### config.mk
export PLATFORM = sky130hd
export DESIGN_NAME = tag_store
export DESIGN_NICKNAME = d
export VERILOG_FILES = /design/src/design/cache_pkg.sv /design/src/design/tag_store.sv
export VERILOG_INCLUDE_DIRS = /design/src /design/src/design
export SDC_FILE = /design/constraint.sdc
export NUM_CORES = 1
export LEC_CHECK = 0
export BUFFER_PORTS_ARGS = -buffer_cell sky130_fd_sc_hd__buf_2
export CAP_MARGIN = 20
export CORE_MARGIN = 1
export CORE_UTILIZATION = 35
export DETAILED_ROUTE_END_ITERATION = 8
export PLACE_DENSITY = 0.53
export SLEW_MARGIN = 20
export SYNTH_ARGS = -nofsm -noshare
export SYNTH_HDL_FRONTEND = slang
export SYNTH_SLANG_ARGS = --single-unit
### constraint.sdc
create_clock -name clk -period 4.6 [get_ports clk]
set_clock_uncertainty 0.05 [all_clocks]
set_input_delay 0.92 -clock clk [delete_from_list [all_inputs] [get_ports clk]]
set_output_delay 0.92 -clock clk [all_outputs]
set_load 0.005 [all_outputs]
### src/design/cache_defs.svh
`ifndef CACHE_DEFS_SVH
`define CACHE_DEFS_SVH

// bus widths
`define CACHE_DATA_W		32
`define CACHE_ADDR_W		32

// two ways of 16 sets each
`define CACHE_SETS		16
`define CACHE_INDEX_W		4

// four 32-bit words per line
`define CACHE_LINE_WORDS	4
`define CACHE_OFFSET_W		2

// address split, msb first
// tag | index | word offset | byte (ignored)
`define CACHE_TAG_W		24
`define CACHE_BYTE_W		2

`endif

### src/design/cache_pkg.sv
`default_nettype none
`include "cache_defs.svh"

package cache_pkg;

	// processor address broken into its fields
	typedef struct packed {
		logic [`CACHE_TAG_W-1:0]	tag;
		logic [`CACHE_INDEX_W-1:0]	index;
		logic [`CACHE_OFFSET_W-1:0]	offset;
		logic [`CACHE_BYTE_W-1:0]	byte_bits;	// always ignored
	} addr_fields_t;

	typedef union packed {
		logic [`CACHE_ADDR_W-1:0]	word;
		addr_fields_t			f;
	} cache_addr_u;

	typedef struct packed {
		logic				valid;
		logic				dirty;
		logic [`CACHE_TAG_W-1:0]	tag;
	} tag_entry_t;

	typedef logic [`CACHE_LINE_WORDS-1:0][`CACHE_DATA_W-1:0] cache_line_t;

	// wishbone classic, master to slave
	typedef struct packed {
		logic				cyc;
		logic				stb;
		logic				we;
		logic [`CACHE_ADDR_W-1:0]	adr;
		logic [`CACHE_DATA_W-1:0]	dat;
	} wb_req_t;

	// slave to master
	typedef struct packed {
		logic				ack;
		logic [`CACHE_DATA_W-1:0]	dat;
	} wb_rsp_t;

	typedef logic way_t;

endpackage

`default_nettype wire

### src/design/tag_store.sv
`default_nettype none
`include "cache_defs.svh"

module tag_store (
	input  logic			clk,
	input  logic			reset,
	input  cache_pkg::cache_addr_u	lookup_addr,
	input  logic			wr_en,
	input  cache_pkg::way_t		wr_way,
	input  cache_pkg::tag_entry_t	wr_entry,
	input  logic			touch,
	input  cache_pkg::way_t		touch_way,
	output logic			hit,
	output cache_pkg::way_t		hit_way,
	output cache_pkg::way_t		victim_way,
	output cache_pkg::tag_entry_t	victim_entry
);

	cache_pkg::tag_entry_t [1:0][`CACHE_SETS-1:0]	entries;
	logic [`CACHE_SETS-1:0]				lru;	// way to evict next, per set
	logic [`CACHE_INDEX_W-1:0]			idx;
	logic [1:0]					match;

	assign idx = lookup_addr.f.index;

	// compare both ways of the set at once
	always_comb begin
		for (int w = 0; w < 2; w++) begin
			match[w] = entries[w][idx].valid && (entries[w][idx].tag == lookup_addr.f.tag);
		end
	end

	assign hit          = |match;
	assign hit_way      = match[1];
	assign victim_way   = lru[idx];
	assign victim_entry = entries[victim_way][idx];

	always_ff @(posedge clk or negedge reset) begin
		if (!reset) begin
			entries <= '0;
			lru     <= '0;
		end else begin
			if (wr_en)
				entries[wr_way][idx] <= wr_entry;
			if (touch)
				lru[idx] <= ~touch_way;	// other way becomes the victim
		end
	end

endmodule

`default_nettype wire

======== After elaboration in Yosys (flattened, before gate mapping) ========
Index checks and enable logic that the tools add are counted.
word-level totals
  word-level logic and storage cells ...... 128
  bits of input ports ..................... 64
  output and inout port bits .............. 29
  register bits ........................... 848
cells by class
  reductions and logical operators ........ 5
  mux-type cells .......................... 18
  bitwise gates (word level) .............. 1
  magnitude comparators ................... 5
  equal/unequal tests ..................... 2
operator list
  kind                                                                                  number
  416-bit two-way mux                                                                   3
  832-bit bitwise mux                                                                   1
  416-bit demux with 1-bit select                                                       1
  26-bit binary-select mux with 4-bit select                                            3
  26-bit demux with 4-bit select                                                        1
  26-bit two-way mux                                                                    4
  24-bit == test                                                                        2
  16-bit bitwise mux                                                                    1
  4-bit by 5-bit less-than comparator with 1-bit output (second input constant)         1
  1-bit binary-select mux with 4-bit select                                             1
  1-bit demux with 4-bit select                                                         1
  4-bit by 1-bit greater-or-equal comparator with 1-bit output (second input constant)  1
  1-bit logical AND                                                                     4
  1-bit by 2-bit less-than comparator with 1-bit output (second input constant)         2
  1-bit two-way mux                                                                     2
  2-bit OR reduction                                                                    1
  1-bit greater-or-equal comparator (second input constant)                             1
  1-bit NOT                                                                             1

======== Longest topological paths before layout ========
  depth after elaboration ................. 7
  depth in mapped cells ................... 13
  mapped depth without buffers ............ 9

======== Worst setup path before layout ========
OpenSTA, ideal clock, no wires.
  path kind ............................... input port to output port
  from .................................... input lookup_addr[4] in the netlist's numbering
  to ...................................... output hit
  buffers on the path ..................... 4
  slack ................................... 0.403 ns
  arrival time ............................ 3.227 ns
  required time ........................... 3.630 ns
  stages on the path ...................... 12
  path through ............................ buf_6 buf_6 buf_6 buf_2 mux4_2 mux2i_1 nor2_1 a21oi_1 xnor2_1 o2111ai_1 nor4_1 a31o_2
on the way
  word-level cells in the longest chain between the ends .. 5
  elaborated cells between the ends (all ways) .. 9
  those cells by class .................... eq/ne: 2; mux: 4; reduce/logical: 3
ends and longest elaborated chain
  what                                        line             text
  from (decl)                                 tag_store.sv:7   input cache_pkg::cache_addr_u lookup_addr,
  26-bit binary-select mux with 4-bit select  tag_store.sv:29  match[w] = entries[w][idx].valid && (entries[w][idx].tag == lookup_addr.f.tag);
  26-bit two-way mux (not written as such)    tag_store.sv:29
  24-bit == test                              tag_store.sv:29
  1-bit logical AND                           tag_store.sv:29
  2-bit OR reduction *                        tag_store.sv:33  assign hit = |match;
  to (decl)                                   tag_store.sv:13  output logic hit,
Mark *: on every way between the ends. The rest lies on a longest branch, timed or not. The select of a mux whose other input is x is not followed.

======== Final worst setup path ========
Same ends and word-level chain as after synthesis.

==> flow_metrics.py <==
metrics = {
    "logic_synthesis": {
        "ys_seq_elements": 848,
        "avgSynthCellArea_um2": 14.9,
        "synth_top_area_share_pct": 49.2,
        "synth_nets": 2963,
        "synth_top_cell_by_area": "dfrtp_1",
        "syn_inst": 2899,
        "synth.top_cells.by_count": "dfrtp_1, mux2_2, mux4_2",
        "ys_seq_area_share_pct": 49.2,
        "synthArstFlopShare_pct": 100,
        "synth_warnings": 0,
        "synth.distinct_cells": 55,
        "syn_area_um2": 43100,
        "synth_edf_count": 0,
        "synth.most_common_cell": "dfrtp_1",
        "synth.area.top_cells": "dfrtp_1, mux2_2, mux4_2",
        "synth-main-ff-cell": "dfrtp_1",
    },
    "sta": {
        "worst_slew_pin_slew_ns": 0.802,
        "slew_headroom_pct": 46.4,
        "rsz0062_at_grt": "yes",
        "setup_violations": 4,
        "maxSlewViolCount": 0,
        "hold_violations": 0,
        "fmax_mhz": 211,
        "setup_slack_ns": -0.141,
        "finalSetupTns_ns": -0.273,
        "holdWs_ns": 0.223,
        "period_needed_ns": 4.74,
        "fin_crit_sh_pct": 103,
    },
    "clock_network": {
        "insertion_delay_ns": 0.68,
        "cts_hold_buf": 0,
        "cts_max_level": 3,
        "cts_sinks": 848,
        "cts_root_buf": "clkbuf_16",
        "clkTransAtPathRegs_ns": 0.05,
        "clock_path_buffers": 3,
        "cts_tree": "done",
        "cts_buffers": 100,
    },
    "global_routing": {
        "antenna_found_initial": 12,
        "grt_max_degree": 135,
        "grt_remaining_overflow": 0,
        "grt_pass1_wl_um": 225000,
        "grt_pass1_vias": 30100,
        "grt_use_total_pct": 24.9,
    },
    "die": {
        "rows": 128,
        "die_w_um": 353,
        "die_h_um": 353,
        "core_area_um2": 122000,
        "initial_core_util_pct": 35.3,
        "io_pins": 93,
        "die_area_um2": 125000,
    },
    "detailed_routing": {
        "drt-vias-per-instance": 5.85,
        "initialDrtViolationCount": 2506,
        "routedWlPerCell_um": 31.9,
        "num_vias": 28400,
        "drcViolationCount": 0,
        "antenna_left": 0,
        "dr.pass1.iters": 5,
        "drt_wl_total_um": 155000,
    },
    "critical_path": {
        "regToRegEndpoint": "entries[14]",
        "reg2reg_from": "entries[14]",
        "crit_type": "primary input to primary output",
        "cp-end-kind": "primary output",
        "rrSetupSlack_ns": 3.74,
        "critPathLaunchType": "primary input",
        "path_max_fanout": 8,
        "reg2reg_depth": 1,
        "required_ns": 3.63,
        "worstPathArrival_ns": 3.77,
    },
    "layout": {
        "drive_above_1_share_pct": 56.4,
        "fill_cells": 11000,
        "finalInstanceArea_um2": 51600,
        "final_nets": 3220,
        "areaGrowthSynthToFinish_pct": 19.6,
    },
    "placed_design": {
        "placement.io_buffers": 88,
        "finalWeightedCongestion": 0.930,
        "hpwlAfterDp_um": 103000,
        "place_area_um2": 47400,
        "pre_cts_ws_ns": -0.650,
    },
    "run_status": {
        "status": "finished, violations left",
        "violations": "negative setup slack",
    },
    "flow_run": {
        "drv_cap": 0,
    },
    "power": {
        "peakVddDrop_mv": 0.300,
        "power_density_nw_per_um2": 455,
        "power_leakage_nw": 22.6,
        "power_mw": 23.4,
    },
    "min_path": {
        "hp-class": "primary input to async pin",
    },
}
[critical path, stage by stage]
cell     delay, ns
buf_16        0.13
buf_12        0.14
buf_12        0.12
buf_12        0.13
mux4_2        0.54
mux4_2        0.55
xnor2_1       0.27
nand4_1       0.17
nor4_2        0.28
buf_4         0.20
a31o_4        0.20
buf_6         0.10
[how the worst max path moves through the flow]
stage	startpoint	end	slack, ns	cells past startpoint
floorplan	lookup_addr[4]	hit	0.40	12
global placement	lookup_addr[6]	victim_entry[24]	-0.69	15
detailed placement	lookup_addr[6]	victim_entry[24]	-0.65	15
CTS	lookup_addr[5]	hit_way	-0.13	11
global route	lookup_addr[5]	hit	-0.14	12
finish	lookup_addr[4]	hit	-0.14	12
[metrics by stage]
stage / utilization, % / cells
2_1_floorplan: - / 2899
4_1_cts: 41.9 / 4843
5_1_grt: 42.3 / 4861
6_report: 42.3 / 4863
3_5_place_dp: 38.8 / 4648
3_3_place_gp: 38.8 / 4648
[metal layers]
layer,part of all wire (%),GRT usage [%],vias up
met1,42,33.4,15500
met5,0.045,0,-
li1,-,-,11500
met3,7.4,5.66,327
met4,4.3,9.81,10
met2,46,39.3,1071
[kinds of logic (layout without fill, tap and decap cells)]
group                  count (synthesis)  count (layout)  synth area share, %
AO/OA/AOI/OAI                        199             199                 3.03
XOR/XNOR                              40              40                0.812
other                                  0               3                    0
AND/OR/NAND/NOR                      249             249                 2.51
buffers and inverters                289             625                 3.32
flip-flops                           848             848                 49.2
multiplexers                        1274            1274                 41.1
[report_power, final]
group / internal, mW / total, mW / switching, mW
Sequential: 8.92 / 9.84 / 0.916
Clock: 4.74 / 7.98 / 3.24
Combinational: 3.13 / 5.63 / 2.50
Total: 16.8 / 23.4 / 6.65
[layout make-up]
| type | count | area, µm² | share of cell area (%) |
|---|---|---|---|
| Antenna cell | 3 | 7.51 | 0.0146 |
| Clock buffer | 159 | 3090 | 5.98 |
| Clock inverter | 22 | 223 | 0.432 |
| Inverter | 22 | 91.3 | 0.177 |
| Multi-Input combinational cell | 1762 | 20900 | 40.5 |
| Sequential cell | 848 | 21200 | 41.1 |
| Tap cell | 1625 | 2030 | 3.94 |
| Timing Repair Buffer | 422 | 4010 | 7.77 |
[timing repair]
item / in CTS / in global routing
resized for setup: 43 / 73
buffers inserted: 10 / 15
setup endpoints to repair: 25 / 16
pin swaps: 5 / 22
gates cloned: 4 / 2
[cells in the final DEF (no fill, tap or decap), types with 5 or more instances in the layout]
cell type  netlist  layout
buf_6           10      21
mux4_2         314     314
mux2i_1        119     114
a221oi_1        14      14
mux2_2         841     840
clkinv_2         0      15
o32ai_1          5       5
buf_4           45     250
clkbuf_16        0     104
buf_16           0       8
nor2_1          48      34
a211oi_1         7       5
a21oi_1         33      27
nor2_4           0      17
nand2_2          0      20
inv_1           17      17
nand3_1         24      21
o221ai_1        11       7
dfrtp_1        848     848
a22o_1           5       5
clkbuf_8         0      33
clkbuf_1       124      25
a31oi_1         11      11
mux2i_2          0       5
nor3_1           9       9
xor2_1           9       9
buf_2           80      81
xnor2_1         31      29
o21ai_0         50      42
o31ai_1          7       7
a21oi_2          0       6
and3_1           7       7
nor2b_1          7       5
buf_12           0      53
nand2_1        128     108
o21ai_1          3       8
a22oi_1         10       8
o22ai_1         19      16
[registers in the layout, indices dropped and copies added, names as in the netlist]
signal   flops
entries    832
lru         16
Note: power is estimated with default switching activity, not from simulation.
