[config.mk]
export PLATFORM = sky130hd
export DESIGN_NAME = line_transfer
export DESIGN_NICKNAME = d
export VERILOG_FILES = /design/src/design/cache_pkg.sv /design/src/design/line_transfer.sv
export VERILOG_INCLUDE_DIRS = /design/src /design/src/design
export SDC_FILE = /design/constraint.sdc
export NUM_CORES = 1
export LEC_CHECK = 0
export BUFFER_PORTS_ARGS = -buffer_cell sky130_fd_sc_hd__buf_2
export CAP_MARGIN = 20
export CORE_AREA = 5 5 150 152
export CTS_BUF_LIST = sky130_fd_sc_hd__clkbuf_4 sky130_fd_sc_hd__clkbuf_8
export DETAILED_ROUTE_END_ITERATION = 8
export DIE_AREA = 0 0 155 157
export MAX_ROUTING_LAYER = met4
export PLACE_DENSITY = 0.6
export SKIP_LAST_GASP = 1
export SLEW_MARGIN = 20
export SYNTH_ARGS = -nofsm -noshare
export SYNTH_HDL_FRONTEND = slang
export SYNTH_SLANG_ARGS = --single-unit
[constraint.sdc]
create_clock -name clk -period 4.5 [get_ports clk]
set_clock_uncertainty 0.15 [all_clocks]
set_input_delay 0.225 -clock clk [delete_from_list [all_inputs] [get_ports clk]]
set_output_delay 0.225 -clock clk [all_outputs]
set_load 0.01 [all_outputs]
[src/design/cache_defs.svh]
`ifndef CACHE_DEFS_SVH
`define CACHE_DEFS_SVH

// bus widths
`define CACHE_DATA_W		32
`define CACHE_ADDR_W		32

// two ways of 16 sets each
`define CACHE_SETS		16
`define CACHE_INDEX_W		4

// four 32-bit words per line
`define CACHE_LINE_WORDS	4
`define CACHE_OFFSET_W		2

// address split, msb first
// tag | index | word offset | byte (ignored)
`define CACHE_TAG_W		24
`define CACHE_BYTE_W		2

`endif

[src/design/cache_pkg.sv]
`default_nettype none
`include "cache_defs.svh"

package cache_pkg;

	// processor address broken into its fields
	typedef struct packed {
		logic [`CACHE_TAG_W-1:0]	tag;
		logic [`CACHE_INDEX_W-1:0]	index;
		logic [`CACHE_OFFSET_W-1:0]	offset;
		logic [`CACHE_BYTE_W-1:0]	byte_bits;	// always ignored
	} addr_fields_t;

	typedef union packed {
		logic [`CACHE_ADDR_W-1:0]	word;
		addr_fields_t			f;
	} cache_addr_u;

	typedef struct packed {
		logic				valid;
		logic				dirty;
		logic [`CACHE_TAG_W-1:0]	tag;
	} tag_entry_t;

	typedef logic [`CACHE_LINE_WORDS-1:0][`CACHE_DATA_W-1:0] cache_line_t;

	// wishbone classic, master to slave
	typedef struct packed {
		logic				cyc;
		logic				stb;
		logic				we;
		logic [`CACHE_ADDR_W-1:0]	adr;
		logic [`CACHE_DATA_W-1:0]	dat;
	} wb_req_t;

	// slave to master
	typedef struct packed {
		logic				ack;
		logic [`CACHE_DATA_W-1:0]	dat;
	} wb_rsp_t;

	typedef logic way_t;

endpackage

`default_nettype wire

[src/design/line_transfer.sv]
`default_nettype none
`include "cache_defs.svh"

module line_transfer (
	input  logic				clk,
	input  logic				reset,
	input  logic				start,
	input  logic				write_back,
	input  logic [`CACHE_ADDR_W-1:0]	line_addr,
	input  cache_pkg::cache_line_t		wb_line,
	output cache_pkg::wb_req_t		mem_req,
	input  cache_pkg::wb_rsp_t		mem_rsp,
	output logic				done,
	output cache_pkg::cache_line_t		fill_line
);

	logic				active;		// a line is on the bus
	logic				we_q;
	logic [`CACHE_OFFSET_W-1:0]	word_cnt;
	logic [`CACHE_ADDR_W-1:0]	base;
	logic				launch;
	logic				beat;		// current word acknowledged
	logic				last;

	assign launch = start && !active;
	assign beat   = active && mem_rsp.ack;
	assign last   = &word_cnt;

	always_ff @(posedge clk or negedge reset) begin
		if (!reset) begin
			active   <= 1'b0;
			we_q     <= 1'b0;
			word_cnt <= '0;
			done     <= 1'b0;
		end else begin
			done <= 1'b0;
			if (launch) begin
				active   <= 1'b1;
				we_q     <= write_back;
				word_cnt <= '0;
			end else if (beat) begin
				word_cnt <= word_cnt + 1'b1;
				if (last) begin
					// fourth ack ends the line, done follows a cycle later
					active <= 1'b0;
					we_q   <= 1'b0;
					done   <= 1'b1;
				end
			end
		end
	end

	// line base and refill data
	always_ff @(posedge clk) begin
		if (launch)
			base <= line_addr;
		if (beat && !we_q)
			fill_line[word_cnt] <= mem_rsp.dat;
	end

	// request held until acked, next word follows straight after
	always_comb begin
		mem_req.cyc = active;
		mem_req.stb = active;
		mem_req.we  = we_q;
		mem_req.adr = {base[`CACHE_ADDR_W-1:`CACHE_OFFSET_W+`CACHE_BYTE_W], word_cnt,
			{`CACHE_BYTE_W{1'b0}}};
		mem_req.dat = wb_line[word_cnt];	// don't care on reads
	end

endmodule

`default_nettype wire

After elaboration in Yosys (flattened, before gate mapping)
Cells that the tools add are included.
{ "classes": {"order_cmp": 2, "reduce_logical": 10, "muxes": 14, "addsub": 1} }
{ "ops": {"columns": ["operator", "n"], "rows": [
  ["$bwmux 128", 1],
  ["$bmux 32 s2", 1],
  ["$demux 32 s2", 1],
  ["$mux 32", 2],
  ["$mux 1", 7],
  ["$logic_and 1x1->1", 4],
  ["$mux 2", 2],
  ["$reduce_and 2->1", 2],
  ["$reduce_bool 2->1", 2],
  ["$lt 2x3->1 const B", 1],
  ["$add 2x1->2 const B", 1],
  ["$ge 2x1->1 const B", 1],
  ["$logic_not 1->1", 2]
]} }
{ "word_totals": {"wordCells": 36, "register_bits": 165} }

Logic depth before layout (Yosys ltp)
Gate-level depths: netlist (run 1).
{ "logic_depth": {"depth_word": 5, "depth_mapped": 6} }

Least setup slack after synthesis (run 1)
No wires, ideal clock.
{ "synth_timing": {"kind": "reg-to-reg", "from": "register, netlist name word_cnt[1]", "to": "register fill_line[0] (netlist bit) (enable)", "path_slack_ns": 0.528, "path_stages_with_launch": 6, "arrival_ns": 3.354, "synth_period_minus_slack_ns": 3.972, "path_cell_list": "dfrtp_1 > buf_2 > buf_2 > inv_1 > ha_1 > nor3b_1"} }
{ "synth_lines": {"columns": ["element", "line_no", "source"], "rows": [
  ["to (signal, indexed assignment)", "line_transfer.sv:58", "fill_line[word_cnt] <= mem_rsp.dat;"],
  ["to (decl)", "line_transfer.sv:14", "output cache_pkg::cache_line_t fill_line"]
]} }

==> results.json, run 1 <==
{
  "outcome": "finished clean",
  "slew_headroom_pct": 47.3,
  "io_buffer_count": 386,
  "post_cts_resized": 0,
  "cts_sinks": 161,
  "overflow": 0,
  "dr.pass1.iters": 5,
  "synth_area_leaders": "edfxtp_1 (80%), mux4_2 (11%), dfrtp_1 (2.1%)",
  "maxCapViolCount": 0,
  "p_int_mw": 3.24,
  "p_per_area_nw_per_um2": 503,
  "track_usage_pct": 15.7,
  "layout.nets": 896,
  "power.leakage_nw": 3.84,
  "clkLatencyLatePin_ps": 440,
  "grtUsageMet3_pct": 4.70,
  "startpoint_type": "flip-flop",
  "synth_top_area_cell": "edfxtp_1",
  "async_flop_share_pct": 3.11,
  "first_global_vias": 4725,
  "worstSetupEndpoint": "mem_req[9]",
  "crit_path_max_fanout": 38,
  "area_growth_pct": 57.0,
  "ys.flop_type": "edfxtp_1",
  "synth_top_cell_area_share_pct": 80.0,
  "hold_buffers": 66,
  "worst_ir_drop_vdd_v": 0.000297,
  "die_w_um": 155,
  "place.gp.congestion": 0.942,
  "synth_area_um2": 5850,
  "arrival_ps": 2140,
  "synth_cell_types": 23,
  "clockBufferDepth": 2,
  "cts_buffers": 17,
  "multi_input_area_um2": 937,
  "synth_most_common_cell": "edfxtp_1",
  "required_ps": 4120,
  "synth-seq-area-share_pct": 82.2,
  "synth_edf_count": 156,
  "antenna_found_initial": 5,
  "hold_viol_final": 0,
  "ant_nets": 0,
  "die_h_um": 157,
  "clock.fmax_ghz": 0.398,
  "setup_viol": 0,
  "clk_pin_slew_worst_paths_ps": 80,
  "grt_use_met2_pct": 29.2,
  "pwr-share-seq_pct": 45.3,
  "syn_avg_cell_area_um2": 25.2,
  "startpoint": "word_cnt[0]",
  "hold_path_class": "primary input to flip-flop",
  "critical_path_class": "flip-flop to output pin",
  "switching_share_pct": 29.9,
  "r2r-end": "fill_line[127]",
  "drt-total-wl_um": 19500,
  "fin_setup_tns_ps": 0,
  "r2r-start": "word_cnt[0]",
  "groute.layer.met1.usage_pct": 15.5,
  "first_iter_violations": 201,
  "synth_seq_cells": 161,
  "synth_top_cells_by_count": "edfxtp_1 (156), mux4_2 (28), buf_4 (5), dfrtp_1 (5), nor3b_1 (5)",
  "rows": 53,
  "fin_cells": 986,
  "clock_power_share_pct": 25.3,
  "h-tree-depth": 4,
  "seq_area_um2": 4810,
  "worst_pin_slew_ps": 788,
  "syn_inst": 232,
  "core_um2": 20900,
  "top_usage_layer": "met2",
  "cts-root-buf": "clkbuf_8",
  "start_util_pct": 28.0,
  "cts_tree": "built",
  "io_pins": 393,
  "die-area_um2": 24300,
  "reg2reg_slack_ps": 2180,
  "grt_pass1_wl_um": 27600,
  "wl_per_cell_um": 19.7,
  "vias": 4240,
  "period_needed_ps": 2510,
  "fill_cells": 1906,
  "drc": 0,
  "ff2ff_path_depth": 3,
  "fin_crit_sh_pct": 55.9,
  "grt_max_degree": 39,
  "drive_gt1_share_pct": 64.1,
  "yosysWarnings": 0,
  "rsz0062_at_grt": "no",
  "p_sw_mw": 1.38,
  "post_cts_buffers": 0,
  "viasPerCell": 4.30,
  "dpl.hpwl_um": 14900,
  "slew_violations": 0,
  "dp_cells": 885,
  "combPwrFrac_pct": 29.5,
  "endpoint_kind": "output pin"
}
[through the flow]
step / utilization (%) / setup WS [ps] / hold slack (ps) / area (um^2) / total power [mW]
final: 44.0 / 1990 / 356 / 9190 / 4.63
after global routing: 44.0 / 1810 / 306 / 9190 / 4.86
after CTS: 43.9 / 1610 / 300 / 9180 / 4.69
after detailed placement: 38.6 / 1870 / -102 / 8070 / 3.47
after global placement: 38.6 / 1940 / -110 / 8070 / 3.46
after floorplan: - / 528 / -221 / 5860 / 2.92
[registers in the layout, summed over array words and instances (netlist names)]
name,count
fill_line,128
base,28
word_cnt,2
active,1
done,1
we_q,1
[metal layers]
metal  part of all wire [%]  vias to the layer above
met5                      0                        -
met4                    1.9                        0
met3                    8.1                       23
met2                     56                      260
met1                     34                     2066
li1                       -                     1891
[cell usage in the layout (no fill, tap or decap), types with 2 or more instances in the layout]
| cell | count |
|---|---|
| buf_2 | 386 |
| edfxtp_1 | 156 |
| dlygate4sd3_1 | 66 |
| mux4_2 | 28 |
| clkbuf_8 | 17 |
| bufinv_16 | 5 |
| buf_4 | 5 |
| diode_2 | 4 |
| nor3b_2 | 4 |
| mux4_1 | 4 |
| ha_1 | 4 |
| dfrtp_1 | 4 |
| inv_1 | 3 |
| clkinv_1 | 3 |
| nand2_1 | 2 |
| nor2_1 | 2 |
| mux2i_1 | 2 |
| conb_1 | 2 |
| inv_6 | 2 |
| clkinvlp_4 | 2 |
| clkinv_4 | 2 |
[worst min-delay path by stage]
stage	start	end	slack (ps)	cells past startpoint
6_report	line_addr[9]	base[9]	360	2
5_1_grt	line_addr[17]	base[17]	310	2
4_1_cts	line_addr[19]	base[19]	300	2
3_5_place_dp	reset	done	-100	1
3_3_place_gp	reset	we_q	-110	1
2_1_floorplan	reset	active	-220	0
[layout make-up]
type	count	area share, %
clock inverter	14	2.30
inverter	3	0.123
sequential	161	52.4
antenna	4	0.109
timing repair buffer	457	28.6
tap	275	3.74
multi-input combinational	55	10.2
clock buffer	17	2.55
[power by group through the flow]
stage	sequential (mW)	combinational [mW]	clock, mW
6_report	2.09	1.36	1.17
5_1_grt	2.13	1.45	1.27
4_1_cts	2.10	1.39	1.20
3_5_place_dp	2.13	1.34	0
3_3_place_gp	2.12	1.34	0
2_1_floorplan	2.17	0.749	0
[cell families after synthesis]
family          synth area share (%)
mux                             12.9
buf+inv                         2.37
other cells                   0.0641
fa+ha+maj                      0.855
simple gates                    1.22
flops                           82.2
xor+xnor                       0.150
compound gates                 0.278
[worst max-delay path: stages (launching register included)]
cell	delay, ps
dfrtp_4	850
mux4_1	670
buf_2	170
Note: power is estimated with default switching activity, not from simulation.
==> run 2: changes to the inputs <==
--- a/config.mk
+++ b/config.mk
@@ -6,6 +6,7 @@
 export SDC_FILE = /design/constraint.sdc
 export NUM_CORES = 1
 export LEC_CHECK = 0
+export ABC_AREA = 1
 export BUFFER_PORTS_ARGS = -buffer_cell sky130_fd_sc_hd__buf_2
 export CAP_MARGIN = 20
 export CORE_AREA = 5 5 150 152
@@ -13,7 +14,7 @@
 export DETAILED_ROUTE_END_ITERATION = 8
 export DIE_AREA = 0 0 155 157
 export MAX_ROUTING_LAYER = met4
-export PLACE_DENSITY = 0.6
+export PLACE_DENSITY = 0.66
 export SKIP_LAST_GASP = 1
 export SLEW_MARGIN = 20
 export SYNTH_ARGS = -nofsm -noshare
==> constraint.sdc (replaced) <==
create_clock -name clk -period 2.18 [get_ports clk]
set_clock_uncertainty 0.15 [all_clocks]
set_input_delay 0.109 -clock clk [delete_from_list [all_inputs] [get_ports clk]]
set_output_delay 0.109 -clock clk [all_outputs]
set_load 0.01 [all_outputs]
==> run 2 against run 1 <==
Design area grew 8.1%. Die area is the same. Highest routed layer unchanged. Combinational power grew to 2.7 times the previous value. Flip-flop and latch count is the same. Critical path type unchanged. Largest cell class unchanged. Cell count grew 34%. Worst hold slack lost 120 ps. Routed wire length grew 1.2%.
==> results.json, run 2 <==
{
  "hold_path_class": "primary input to flip-flop",
  "h-tree-depth": 4,
  "period_needed_ps": 1980,
  "yosysWarnings": 0,
  "synth_seq_cells": 161,
  "fin_setup_tns_ps": 0,
  "synth_area_um2": 6590,
  "final.setup.worst_slack_ps": 201,
  "synth_top_cells_by_count": "nand2_1 (168), edfxtp_1 (156), inv_1 (125)",
  "seq_area_um2": 4810,
  "die-area_um2": 24300,
  "setup_viol": 0,
  "arrival_ps": 1720,
  "cts_sinks": 161,
  "ys.flop_type": "edfxtp_1",
  "viasPerCell": 4.19,
  "syn_inst": 572,
  "maxCapViolCount": 0,
  "critical_path_class": "flip-flop to output pin",
  "r2r-end": "we_q",
  "reg2reg_slack_ps": 310,
  "multi_input_area_um2": 1080,
  "dr.max_layer_used": "met4",
  "synth_most_common_cell": "nand2_1",
  "rows": 53,
  "die_w_um": 155,
  "layout_commonest_cell": "buf_2",
  "required_ps": 1920,
  "final_util_pct": 47.6,
  "startpoint_type": "flip-flop",
  "io_buffer_count": 386,
  "first_iter_violations": 228,
  "cts-root-buf": "clkbuf_8",
  "fill_cells": 1935,
  "antenna_found_initial": 2,
  "hold_slack_ps": 235,
  "p_per_area_nw_per_um2": 1020,
  "hold_viol_final": 0,
  "wl_met3_um": 1750,
  "ff2ff_path_depth": 6,
  "io_pins": 393,
  "synth_edf_count": 156,
  "syn_avg_cell_area_um2": 11.5,
  "largest_register_ffs": 128,
  "track_usage_pct": 15.8,
  "wl_met2_um": 9990,
  "grt_max_degree": 67,
  "synth_top_cell_area_share_pct": 71.1,
  "area_growth_pct": 50.9,
  "whs_path_depth": 2,
  "drt-total-wl_um": 19700,
  "async_flop_share_pct": 3.11,
  "r2r-start": "active",
  "hold_path_startpoint": "line_addr[10]",
  "power.leakage_nw": 4.91,
  "endpoint_kind": "output pin",
  "fin_crit_sh_pct": 90.8,
  "dp_cells": 1216,
  "start_util_pct": 31.5,
  "largestRegisters": "fill_line x128, base x28, word_cnt x2",
  "place.gp.congestion": 0.775,
  "outcome": "finished clean",
  "dpl.hpwl_um": 14800,
  "clock.fmax_ghz": 0.505,
  "dr.pass1.iters": 4,
  "cts_tree": "built",
  "ant_nets": 0,
  "layout_common_cells": "buf_2 (386), nand2_1 (168), edfxtp_1 (156)",
  "pre_cts_ws_ps": 453,
  "vias": 5528,
  "worst_ir_drop_vdd_v": 0.000463,
  "die_h_um": 157,
  "clk_pin_slew_worst_paths_ps": 100,
  "first_global_vias": 5626,
  "hold_end": "base[10]",
  "cts_buffers": 17,
  "crit_path_max_fanout": 32,
  "clockBufferDepth": 2,
  "met1_length_um": 7720,
  "layout.nets": 1228,
  "core_um2": 20900,
  "synth_cell_types": 15,
  "synth_area_leaders": "edfxtp_1 (71%), nand2_1 (9.6%), inv_1 (7.1%)",
  "largest-register": "fill_line",
  "clkLatencyLatePin_ps": 420,
  "overflow": 0,
  "rsz0062_at_grt": "no",
  "synth-seq-area-share_pct": 73.0,
  "drive_gt1_share_pct": 42.7,
  "fin_cells": 1318,
  "wl_per_cell_um": 14.9,
  "grt_pass1_wl_um": 29000,
  "drc": 0,
  "synth_top_area_cell": "edfxtp_1",
  "slew_violations": 0
}
## run 2: worst max-delay path by stage
stage          cells after the start   startpoint  slack, ps        endpoint
3_3_place_gp                       4       active        490   fill_line[91]
4_1_cts                            6       active        120            we_q
2_1_floorplan                      3  word_cnt[0]         20  fill_line[100]
5_1_grt                            6  word_cnt[0]         60     mem_req[31]
6_report                           5  word_cnt[1]        200     mem_req[12]
3_5_place_dp                       4       active        450   fill_line[91]
## run 2: layout make-up
class,instances,area share [%]
repair buffers,461,27.5
diodes,3,0.0755
clock buffers,18,2.43
clock inverters,14,1.91
inverters,138,5.24
multi-input cells,248,10.9
well taps,275,3.46
flip-flops and latches,161,48.4
## run 2: routing by layer
metal  track usage, %  vias up
li1                 -     2705
met2             28.2      301
met3             3.85       20
met1             17.9     2502
met4             3.83        0
met5                -        -
## run 2: cells by family after synthesis
group	count (synthesis)	synth area share [%]
compound gates	1	0.0759
other cells	1	0.0569
buf+inv	164	11.0
fa+ha+maj	4	0.760
simple gates	241	15.1
flops	161	73.0
## run 2: stage by stage
step,power (mW),instance area [um^2]
after floorplan,6.39,6610
after global placement,7.83,8820
after detailed placement,7.86,8820
after CTS,10.3,9930
after global routing,10.8,9930
final,10.2,9940
## run 2: where the power goes
part	switching, mW	internal [mW]
clock	1.14	1.18
sequential	0.149	3.98
combinational	2.33	1.39
## run 2: worst max-delay path: stages (launching register included)
cell	delay, ps
dfrtp_1	430
inv_2	90
buf_4	340
nand3_1	200
nand2_1	90
buf_2	130
## run 2: timing repair
| action | CTS | global route |
|---|---|---|
| endpoints found under the hold margin | 166 | 0 |
| resized for setup | 0 | 2 |
| hold buffers | 67 | 0 |
| endpoints found under the setup margin | 0 | 1 |
| buffers inserted | 0 | 0 |
