==> config.mk <==
export PLATFORM = sky130hd
export DESIGN_NAME = cache_ctrl
export DESIGN_NICKNAME = d
export VERILOG_FILES = /design/src/design/cache_pkg.sv /design/src/design/cache_ctrl.sv
export VERILOG_INCLUDE_DIRS = /design/src /design/src/design
export SDC_FILE = /design/constraint.sdc
export NUM_CORES = 1
export LEC_CHECK = 0
export BUFFER_PORTS_ARGS = -buffer_cell sky130_fd_sc_hd__buf_2
export CORE_AREA = 4 4 310 312
export DETAILED_ROUTE_END_ITERATION = 12
export DIE_AREA = 0 0 314 316
export PLACE_DENSITY = 0.39
export SLEW_MARGIN = 5
export SYNTH_ARGS = -nofsm -noshare
export SYNTH_HDL_FRONTEND = slang
export SYNTH_SLANG_ARGS = --single-unit
==> constraint.sdc <==
create_clock -name clk -period 7 [get_ports clk]
set_input_delay 1.05 -clock clk [delete_from_list [all_inputs] [get_ports clk]]
set_output_delay 1.05 -clock clk [all_outputs]
set_load 0.01 [all_outputs]
==> src/design/cache_defs.svh <==
`ifndef CACHE_DEFS_SVH
`define CACHE_DEFS_SVH

// bus widths
`define CACHE_DATA_W		32
`define CACHE_ADDR_W		32

// two ways of 16 sets each
`define CACHE_SETS		16
`define CACHE_INDEX_W		4

// four 32-bit words per line
`define CACHE_LINE_WORDS	4
`define CACHE_OFFSET_W		2

// address split, msb first
// tag | index | word offset | byte (ignored)
`define CACHE_TAG_W		24
`define CACHE_BYTE_W		2

`endif

==> src/design/cache_pkg.sv <==
`default_nettype none
`include "cache_defs.svh"

package cache_pkg;

	// processor address broken into its fields
	typedef struct packed {
		logic [`CACHE_TAG_W-1:0]	tag;
		logic [`CACHE_INDEX_W-1:0]	index;
		logic [`CACHE_OFFSET_W-1:0]	offset;
		logic [`CACHE_BYTE_W-1:0]	byte_bits;	// always ignored
	} addr_fields_t;

	typedef union packed {
		logic [`CACHE_ADDR_W-1:0]	word;
		addr_fields_t			f;
	} cache_addr_u;

	typedef struct packed {
		logic				valid;
		logic				dirty;
		logic [`CACHE_TAG_W-1:0]	tag;
	} tag_entry_t;

	typedef logic [`CACHE_LINE_WORDS-1:0][`CACHE_DATA_W-1:0] cache_line_t;

	// wishbone classic, master to slave
	typedef struct packed {
		logic				cyc;
		logic				stb;
		logic				we;
		logic [`CACHE_ADDR_W-1:0]	adr;
		logic [`CACHE_DATA_W-1:0]	dat;
	} wb_req_t;

	// slave to master
	typedef struct packed {
		logic				ack;
		logic [`CACHE_DATA_W-1:0]	dat;
	} wb_rsp_t;

	typedef logic way_t;

endpackage

`default_nettype wire

==> src/design/cache_ctrl.sv <==
`default_nettype none
`include "cache_defs.svh"

module cache_ctrl (
	input  logic				clk,
	input  logic				reset,
	input  cache_pkg::wb_req_t		cpu_req,
	output cache_pkg::wb_rsp_t		cpu_rsp,
	// tag store
	output cache_pkg::cache_addr_u		lookup_addr,
	output logic				wr_en,
	output cache_pkg::way_t			wr_way,
	output cache_pkg::tag_entry_t		wr_entry,
	output logic				touch,
	output cache_pkg::way_t			touch_way,
	input  logic				hit,
	input  cache_pkg::way_t			hit_way,
	input  cache_pkg::way_t			victim_way,
	input  cache_pkg::tag_entry_t		victim_entry,
	// data store
	output cache_pkg::way_t			data_way,
	output logic				word_wr,
	output logic [`CACHE_DATA_W-1:0]	word_data,
	output logic				line_wr,
	output cache_pkg::cache_line_t		line_data,
	input  logic [`CACHE_DATA_W-1:0]	rd_word,
	input  cache_pkg::cache_line_t		rd_line,
	// line transfer engine
	output logic				start,
	output logic				write_back,
	output logic [`CACHE_ADDR_W-1:0]	line_addr,
	output cache_pkg::cache_line_t		wb_line,
	input  logic				done,
	input  cache_pkg::cache_line_t		fill_line
);

	typedef enum logic [2:0] {
		S_IDLE,
		S_RESPOND,
		S_WRITE_BACK,
		S_REFILL,
		S_INSTALL
	} state_t;

	state_t				state;
	state_t				next_state;
	logic				lookup;		// idle with a live strobe
	logic				ack_q;
	logic [`CACHE_DATA_W-1:0]	rdata_q;
	cache_pkg::cache_addr_u		base;

	// processor holds adr, we and dat until ack, so no address latch
	assign lookup_addr.word = cpu_req.adr;
	assign lookup = (state == S_IDLE) && cpu_req.cyc && cpu_req.stb;

	// hit path
	assign touch     = lookup && hit;
	assign touch_way = hit_way;
	assign word_wr   = touch && cpu_req.we;
	assign word_data = cpu_req.dat;
	assign data_way  = hit ? hit_way : victim_way;
	assign line_wr   = (state == S_INSTALL);
	assign line_data = fill_line;

	// dirty on a write hit, clean valid entry on install
	always_comb begin
		wr_en          = word_wr || line_wr;
		wr_way         = line_wr ? victim_way : hit_way;
		wr_entry.valid = 1'b1;
		wr_entry.dirty = !line_wr;
		wr_entry.tag   = lookup_addr.f.tag;
	end

	// miss path
	assign write_back = lookup && !hit && victim_entry.valid && victim_entry.dirty;
	assign start      = (lookup && !hit) || ((state == S_WRITE_BACK) && done);

	// line base, victim tag while writing back
	always_comb begin
		base             = lookup_addr;
		base.f.offset    = '0;
		base.f.byte_bits = '0;
		if (write_back)
			base.f.tag = victim_entry.tag;
	end
	assign line_addr = base.word;

	always_comb begin
		next_state = state;
		case (state)
			S_IDLE: begin
				if (lookup) begin
					if (hit)
						next_state = S_RESPOND;
					else if (write_back)
						next_state = S_WRITE_BACK;
					else
						next_state = S_REFILL;
				end
			end
			S_RESPOND:    next_state = S_IDLE;	// ack cycle, stb ignored
			S_WRITE_BACK: if (done) next_state = S_REFILL;
			S_REFILL:     if (done) next_state = S_INSTALL;
			S_INSTALL:    next_state = S_IDLE;	// lookup again, now a hit
			default:      next_state = S_IDLE;
		endcase
	end

	always_ff @(posedge clk or negedge reset) begin
		if (!reset) begin
			state <= S_IDLE;
			ack_q <= 1'b0;
		end else begin
			state <= next_state;
			ack_q <= touch;
		end
	end

	always_ff @(posedge clk) begin
		if (touch)
			rdata_q <= rd_word;
		if (write_back)
			wb_line <= rd_line;	// victim line, data_way is the victim on a miss
	end

	assign cpu_rsp.ack = ack_q;
	assign cpu_rsp.dat = rdata_q;

endmodule

`default_nettype wire

=== Word-level counts from Yosys, hierarchy flattened ===
Index checks and enable logic that the tools add are counted.
W data, S select, Z words.

* Bits in registers: 164
* Bits of input ports: 387
* Output and inout port bits: 420
* Logic and storage cells: 36

* Equal/unequal tests: 6
* Multiplexer cells: 9
* Reductions and logical operators: 14

{| class="wikitable"
|+ Operators by type and width
! cell !! count
|-
| $mux W24 || 1
|-
| $mux W3 || 3
|-
| $pmux W3 S3 || 1
|-
| $logic_and A1 B1 Y1 || 8
|-
| $eq A3 B2 Y1 const B || 2
|-
| $ne A2 B2 Y1 const B || 3
|-
| $eq A3 B3 Y1 const B || 1
|-
| $logic_not A3 Y1 || 1
|-
| $mux W1 || 3
|-
| $reduce_and A3 Y1 || 1
|-
| $logic_not A1 Y1 || 2
|-
| $logic_or A1 B1 Y1 || 2
|-
| $mux W2 || 1
|}

=== Longest topological paths before layout ===
Gate-level depths: netlist (run 1).

* Word-level depth: 10
* Depth in mapped cells: 5
* Depth with buffers taken out: 3

=== Worst setup path before layout (run 1) ===
Ideal clock, no wire load.

* Path type: input to output
* From: in hit
* To: out write_back
* Arrival: 4554 ps
* Required time: 5950 ps
* Setup slack: 1396 ps
* Stages on the path: 5
* Path buffers: 2
* Cells stage by stage: nand4bb_1 or4_1 buf_6 buf_12 inv_1

* Word-level cells in the longest chain between the ends: 4

{| class="wikitable"
|+ RTL lines
! element !! line !! RTL
|-
| start: declaration || cache_ctrl.sv:16 || <nowiki>input logic hit,</nowiki>
|-
| $logic_not A1 Y1 || cache_ctrl.sv:75 || <nowiki>assign write_back = lookup && !hit && victim_entry.valid && victim_entry.dirty;</nowiki>
|-
| $logic_and A1 B1 Y1 (3 in series) || cache_ctrl.sv:75 ||
|-
| end: declaration || cache_ctrl.sv:30 || <nowiki>output logic write_back,</nowiki>
|}

No other way between the ends.

=== Final worst setup path (run 1) ===
Ends and elaborated chain as after synthesis.

==> flow_summary.json, run 1 <==
{
  "synth-edff-count": 160,
  "vdd_ir_drop_max_uv": 173.7,
  "synth_largest_area_cell": "sky130_fd_sc_hd__edfxtp_1",
  "final.period_utilization_pct": 62.81,
  "cts.clk_slew.worst_paths_ps": 90,
  "total_leakage_power_nw": 3.906,
  "netlist.area_leader.share_pct": 67.02,
  "worst_pin_slew_ps": 826.7,
  "critPathRequiredTime_ps": 5950,
  "floorplan.die_area_um2": 99220,
  "syn_avg_cell_area_um2": 16.11,
  "timing.critical_path.mode_cell": "sky130_fd_sc_hd__buf_2",
  "die_width_um": 314,
  "synth.yosys.seq_area_share_pct": 68.41,
  "core-area_um2": 93050,
  "gp_congestion": 0.7846,
  "cp_peak_stage_delay_ps": 610,
  "max_clock_freq_mhz": 227.4,
  "floorplan.die.height_um": 316,
  "clock_insertion_delay_worst_skew_ps": 480,
  "max-slew-margin-rel_pct": 44.89,
  "setup-tns-final_ps": 0,
  "run_status": "finished clean",
  "min_period_ps": 4397,
  "synthCells": 445,
  "synthesis.area_um2": 7169,
  "timing.clock.skew_ps": 14.67,
  "cap_viol_max_count": 0,
  "seq_power_share_pct": 47.7,
  "cts_repair_resize_count": 0,
  "internal_power_mw": 1.703,
  "number_of_buffers_added_by_the_clock_tree_synthesis_step": 17,
  "synth_top_cells_by_area": "sky130_fd_sc_hd__edfxtp_1 67%, sky130_fd_sc_hd__buf_4 24%, sky130_fd_sc_hd__mux2_4 4.0%, sky130_fd_sc_hd__dfrtp_1 1.4%, sky130_fd_sc_hd__mux2_2 1.1%",
  "timing.critical_path.slowest_stage_cell": "sky130_fd_sc_hd__or4_2",
  "ys.flop_type": "sky130_fd_sc_hd__edfxtp_1",
  "worstSetupEndpointType": "primary output",
  "asyncSetResetFlopFracSynth_pct": 2.439,
  "num_vias": 4404,
  "synthToLayoutAreaGrowth_pct": 38.78,
  "clk_root_buffer_cell": "sky130_fd_sc_hd__clkbuf_16",
  "final_nets": 1087,
  "groute.usage.overall_pct": 6.919,
  "drc_viols": 0,
  "finalNonFillerCells": 1971,
  "hold_viol": 0,
  "switching_share_pct": 28.29,
  "drt_first_pass_iters": 4,
  "critPathTopFamily": "buffers and inverters",
  "cp.arrival_ps": 3350,
  "grt_max_degree": 82,
  "tritoncts_num_sinks": 164,
  "path_buf_inv": 4,
  "setup-violations-final": 0,
  "synth_common_cells": "227 x sky130_fd_sc_hd__buf_4, 160 x sky130_fd_sc_hd__edfxtp_1, 19 x sky130_fd_sc_hd__mux2_4",
  "startpoint_type": "input port",
  "placed_cells": 1935,
  "routed_wl_um": 35620,
  "worstHoldPathType": "in -> async",
  "number_of_synthesized_register_bits": 164,
  "grt-ovfl-total": 0,
  "critical_path_class": "in -> out",
  "grt_setup_unrepaired": "no",
  "via_per_inst": 2.234,
  "cp_cell_sequence": "buf_2, nand4bb_1, or4_2, buf_4, inv_6, buf_2",
  "avgRoutedWirePerCell_um": 18.07,
  "cts.path.max_buffers": 2,
  "yosys.cell_count.top_type": "sky130_fd_sc_hd__buf_4",
  "ioPinCount": 807,
  "power_frac_clock_pct": 42.5,
  "share_of_layout_cells_above_drive_strength_1_pct": 73.77,
  "htree_num_levels": 4,
  "tritoncts_clock_tree": "yes",
  "place.detailed.hpwl_um": 30450,
  "post_synth_num_cell_types": 21,
  "postRouteAntennaNets": 0,
  "initial_antenna_violation_count": 17,
  "power.share.combinational_pct": 9.8,
  "pwr_dens_nw_per_um2": 238.6,
  "cts_hold_repair.buffers": 0,
  "cts.repair_timing.setup_buffer_count": 0,
  "total_switching_power_mw": 0.6715,
  "row_count": 112,
  "first_global_vias": 4809,
  "final-max-slew-violation-count": 0,
  "initialDrtViolationCount": 150,
  "initial_utilization_pct": 7.705,
  "synth_warnings": 0,
  "io_buffer_count": 461,
  "crit_fanout": 81,
  "wire_length_of_the_first_global_routing_pass_um": 44650
}
final cells by class:
cell class | instances | area [µm²]
multi-input combinational | 51 | 515.5
clock inverter | 15 | 182.7
sequential | 164 | 4905
tap | 1254 | 1569
antenna | 4 | 10.01
clock buffer | 17 | 425.4
inverter | 2 | 12.51
fill | 10740 | 83100
timing repair buffer | 464 | 2330
through the flow:
step / power (mW) / setup slack (ps) / util (%) / hold WS (ps) / instance area (µm²)
floorplan: 1.359 / 1396 / - / 552.6 / 7181
global placement: 1.395 / 2599 / 10.03 / 568.7 / 9331
detailed placement: 1.398 / 2561 / 10.03 / 583.2 / 9331
CTS: 2.447 / 2567 / 10.68 / 383.1 / 9940
global route: 2.505 / 2458 / 10.68 / 407.1 / 9940
finish: 2.374 / 2603 / 10.69 / 410.2 / 9950
power groups by stage:
stage          combinational, mW  sequential, mW  clock (mW)
3_3_place_gp               0.241            1.15           0
3_5_place_dp               0.244            1.15           0
6_report                   0.233            1.13        1.01
2_1_floorplan              0.194            1.16           0
5_1_grt                    0.260            1.14        1.11
4_1_cts                    0.244            1.13        1.07
kinds of logic (layout without fill, tap and decap cells):
logic type | count (synthesis) | count (layout) | share of synthesized area (%)
buffers and inverters | 233 | 498 | 24.64
flip-flops | 164 | 164 | 68.41
multiplexers | 26 | 26 | 5.079
AND/OR/NAND/NOR | 14 | 14 | 1.134
AO/OA/AOI/OAI | 5 | 5 | 0.5062
other | 2 | 9 | 0.1048
XOR/XNOR | 1 | 1 | 0.1222
metal layers:
metal | routed length, µm | GRT usage [%] | vias up | part of all wire, %
met1 | 11590 | 6.562 | 2013 | 33
met2 | 15800 | 10.39 | 442 | 44
met5 | 99 | 0 | - | 0.28
li1 | - | - | 1831 | -
met3 | 6322 | 5.735 | 102 | 18
met4 | 1799 | 3.984 | 16 | 5.1
cells in the final DEF (no fill, tap or decap):
cell type / n
sky130_fd_sc_hd__a21oi_1: 2
sky130_fd_sc_hd__a22o_1: 1
sky130_fd_sc_hd__and2_1: 1
sky130_fd_sc_hd__buf_2: 461
sky130_fd_sc_hd__buf_4: 3
sky130_fd_sc_hd__clkbuf_16: 17
sky130_fd_sc_hd__clkinv_4: 1
sky130_fd_sc_hd__clkinv_8: 5
sky130_fd_sc_hd__clkinvlp_4: 3
sky130_fd_sc_hd__conb_1: 5
sky130_fd_sc_hd__dfrtp_1: 4
sky130_fd_sc_hd__diode_2: 4
sky130_fd_sc_hd__edfxtp_1: 160
sky130_fd_sc_hd__inv_1: 1
sky130_fd_sc_hd__inv_12: 1
sky130_fd_sc_hd__inv_6: 2
sky130_fd_sc_hd__inv_8: 4
sky130_fd_sc_hd__mux2_2: 7
sky130_fd_sc_hd__mux2_4: 19
sky130_fd_sc_hd__nand2_1: 6
sky130_fd_sc_hd__nand4bb_1: 2
sky130_fd_sc_hd__nor2_1: 2
sky130_fd_sc_hd__nor3b_1: 1
sky130_fd_sc_hd__nor3b_2: 1
sky130_fd_sc_hd__o21bai_1: 1
sky130_fd_sc_hd__o22a_2: 1
sky130_fd_sc_hd__or4_2: 1
sky130_fd_sc_hd__xor2_1: 1
final timing paths:
check	start	end	slack (ps)	cells after the start
setup / recovery	hit	write_back	2600	6
hold / removal	reset	ack_q	410	1
setup reg to reg	state[0]	wb_line[70]	3690	5
hold reg to reg	state[1]	state[1]	600	2
max in group asynchronous	reset	state[1]	6360	1
min in group clk	state[1]	state[1]	600	2
sequential cells by signal, summed over array words and instances, names as in the netlist:
signal and flops:
rdata_q 32, wb_line 128, ack_q 1, state 3
Power figures use the tool's default switching activity.
==> inputs of run 2 (changes only) <==
clock period = 4.05 ns   (was 7 ns; I/O delays follow)
==> run 2 against run 1 <==
Compared with the run above:
- clock skew fell by 4.5 ps
- hold slack got worse by 110 ps
- via count rose by 2.8%
- clock-buffer cell count rose by 1
- sequential share of layout area fell by 0.12 points
- power rose by 68%
- clock power rose by 60%
- core utilization barely moved
- sequential power rose by 73%
- non-clock buffer count rose by 3
- first-iteration DRC count rose by 25%
- highest routed layer unchanged
==> flow_summary.json, run 2 (synthesis gave the netlist of run 1 again) <==
{
  "run_status": "finished clean",
  "cts.repair_timing.setup_buffer_count": 0,
  "core-area_um2": 93050,
  "startpoint_type": "flip-flop",
  "rr_endpoint": "wb_line[91]",
  "crit_fanout": 20,
  "initial_utilization_pct": 7.705,
  "worst_setup_path_startpoint": "state[0]",
  "vdd_ir_drop_max_uv": 304.5,
  "max-slew-margin-rel_pct": 54.73,
  "critPathRequiredTime_ps": 3440,
  "dp_slack_ps": 768.7,
  "clk_root_buffer_cell": "sky130_fd_sc_hd__clkbuf_16",
  "pwr_dens_nw_per_um2": 400.0,
  "cts.path.max_buffers": 2,
  "floorplan.die.height_um": 316,
  "r2r.worst_path.cells": 4,
  "drc_viols": 0,
  "drt_first_pass_iters": 4,
  "critical_path.endpoint": "line_addr[19]",
  "worstReg2RegStart": "state[0]",
  "io_buffer_count": 461,
  "postRouteAntennaNets": 0,
  "number_of_buffers_added_by_the_clock_tree_synthesis_step": 17,
  "tritoncts_clock_tree": "yes",
  "row_count": 112,
  "cts.clk_slew.worst_paths_ps": 80,
  "stdcell_area_um2": 9973,
  "via_per_inst": 2.277,
  "worstHoldPathType": "in -> reg",
  "worstSetupEndpointType": "primary output",
  "cp.arrival_ps": 2850,
  "hold_viol": 0,
  "ioPinCount": 807,
  "initial_antenna_violation_count": 41,
  "total_leakage_power_nw": 3.906,
  "htree_num_levels": 4,
  "grt_setup_unrepaired": "no",
  "groute.usage.overall_pct": 7.004,
  "num_vias": 4527,
  "final.fill_count": 10750,
  "min_period_ps": 3455,
  "postLayoutSetupSlackWorst_ps": 595.1,
  "critical_path_class": "reg -> out",
  "setup-violations-final": 0,
  "final-max-slew-violation-count": 0,
  "wire_length_of_the_first_global_routing_pass_um": 44990,
  "fin_total_pwr_mw": 3.989,
  "avgRoutedWirePerCell_um": 18.09,
  "layout.cells.most_common_list": "461 x sky130_fd_sc_hd__buf_2, 160 x sky130_fd_sc_hd__edfxtp_1, 19 x sky130_fd_sc_hd__mux2_4",
  "worst_pin_slew_ps": 679.1,
  "grt_max_degree": 54,
  "grt-ovfl-total": 0,
  "tritoncts_num_sinks": 164,
  "share_of_layout_cells_above_drive_strength_1_pct": 73.43,
  "gp_congestion": 0.7614,
  "die_width_um": 314,
  "layout_commonest_cell": "sky130_fd_sc_hd__buf_2",
  "synthToLayoutAreaGrowth_pct": 39.11,
  "first_global_vias": 4913,
  "floorplan.die_area_um2": 99220,
  "cap_viol_max_count": 0,
  "setup.reg_to_reg.worst_slack_ps": 1200,
  "final_nets": 1090,
  "clock_insertion_delay_worst_skew_ps": 470,
  "largest_reg_flops": 128,
  "timing.clock.skew_ps": 10.21,
  "max_clock_freq_mhz": 289.4,
  "dpl_cell_area_um2": 9364,
  "final.period_utilization_pct": 85.31,
  "initialDrtViolationCount": 187,
  "place.detailed.hpwl_um": 31470,
  "routed_wl_um": 35960,
  "largest_registers": "wb_line: 128 flops, rdata_q: 32 flops, state: 3 flops",
  "setup-tns-final_ps": 0,
  "largest-register": "wb_line"
}
-- run 2: metrics by stage --
step	hold WS, ps	std cells	utilization [%]
final	300.9	1988	10.72
after global routing	248.3	1974	10.68
after CTS	227.7	1969	10.67
after detailed placement	425.3	1937	10.06
after global placement	428.9	1937	10.06
after floorplan	311.9	448	-
-- run 2: area by class of cell --
| type | count | area, µm² | area share [%] |
|---|---|---|---|
| clock buffers | 18 | 429.2 | 4.303 |
| flip-flops and latches | 164 | 4905 | 49.18 |
| multi-input cells | 51 | 521.8 | 5.231 |
| diodes | 19 | 47.55 | 0.4767 |
| well taps | 1254 | 1569 | 15.73 |
| inverters | 2 | 11.26 | 0.1129 |
| repair buffers | 467 | 2367 | 23.74 |
| clock inverters | 13 | 122.6 | 1.229 |
-- run 2: power by group --
part / switching (mW) / internal [mW]
clock: 0.772 / 0.851
sequential: 0.0302 / 1.93
combinational: 0.226 / 0.182
total: 1.03 / 2.96
-- run 2: layer usage --
layer  global-route usage (%)  vias to the layer above  routed length, µm
li1                         -                     1868                  -
met4                    3.670                       34               1718
met3                    6.587                      132               6842
met2                    11.31                      448              16910
met1                    5.666                     2045              10280
met5                        0                        -                220
-- run 2: critical path: stages (launching register included) --
cell                        delay (ps)
sky130_fd_sc_hd__dfrtp_1           460
sky130_fd_sc_hd__nand4bb_1         240
sky130_fd_sc_hd__or4_2             810
sky130_fd_sc_hd__buf_4             330
sky130_fd_sc_hd__mux2_4            350
sky130_fd_sc_hd__buf_2             140
-- run 2: worst min-delay path by stage --
stage,from,to,slack (ps),cells past startpoint
after floorplan,reset,ack_q,310,0
after global placement,reset,state[0],430,1
after detailed placement,reset,state[0],430,1
after CTS,rd_word[30],rdata_q[30],230,1
after global routing,rd_word[30],rdata_q[30],250,1
final,rd_word[30],rdata_q[30],300,1
-- run 2: timing repair --
| item | CTS | global route |
|---|---|---|
| gates resized for setup | 0 | 0 |
| hold buffers | 1 | 0 |
| hold endpoints to repair | 4 | 0 |
| setup endpoints to repair | 0 | 0 |
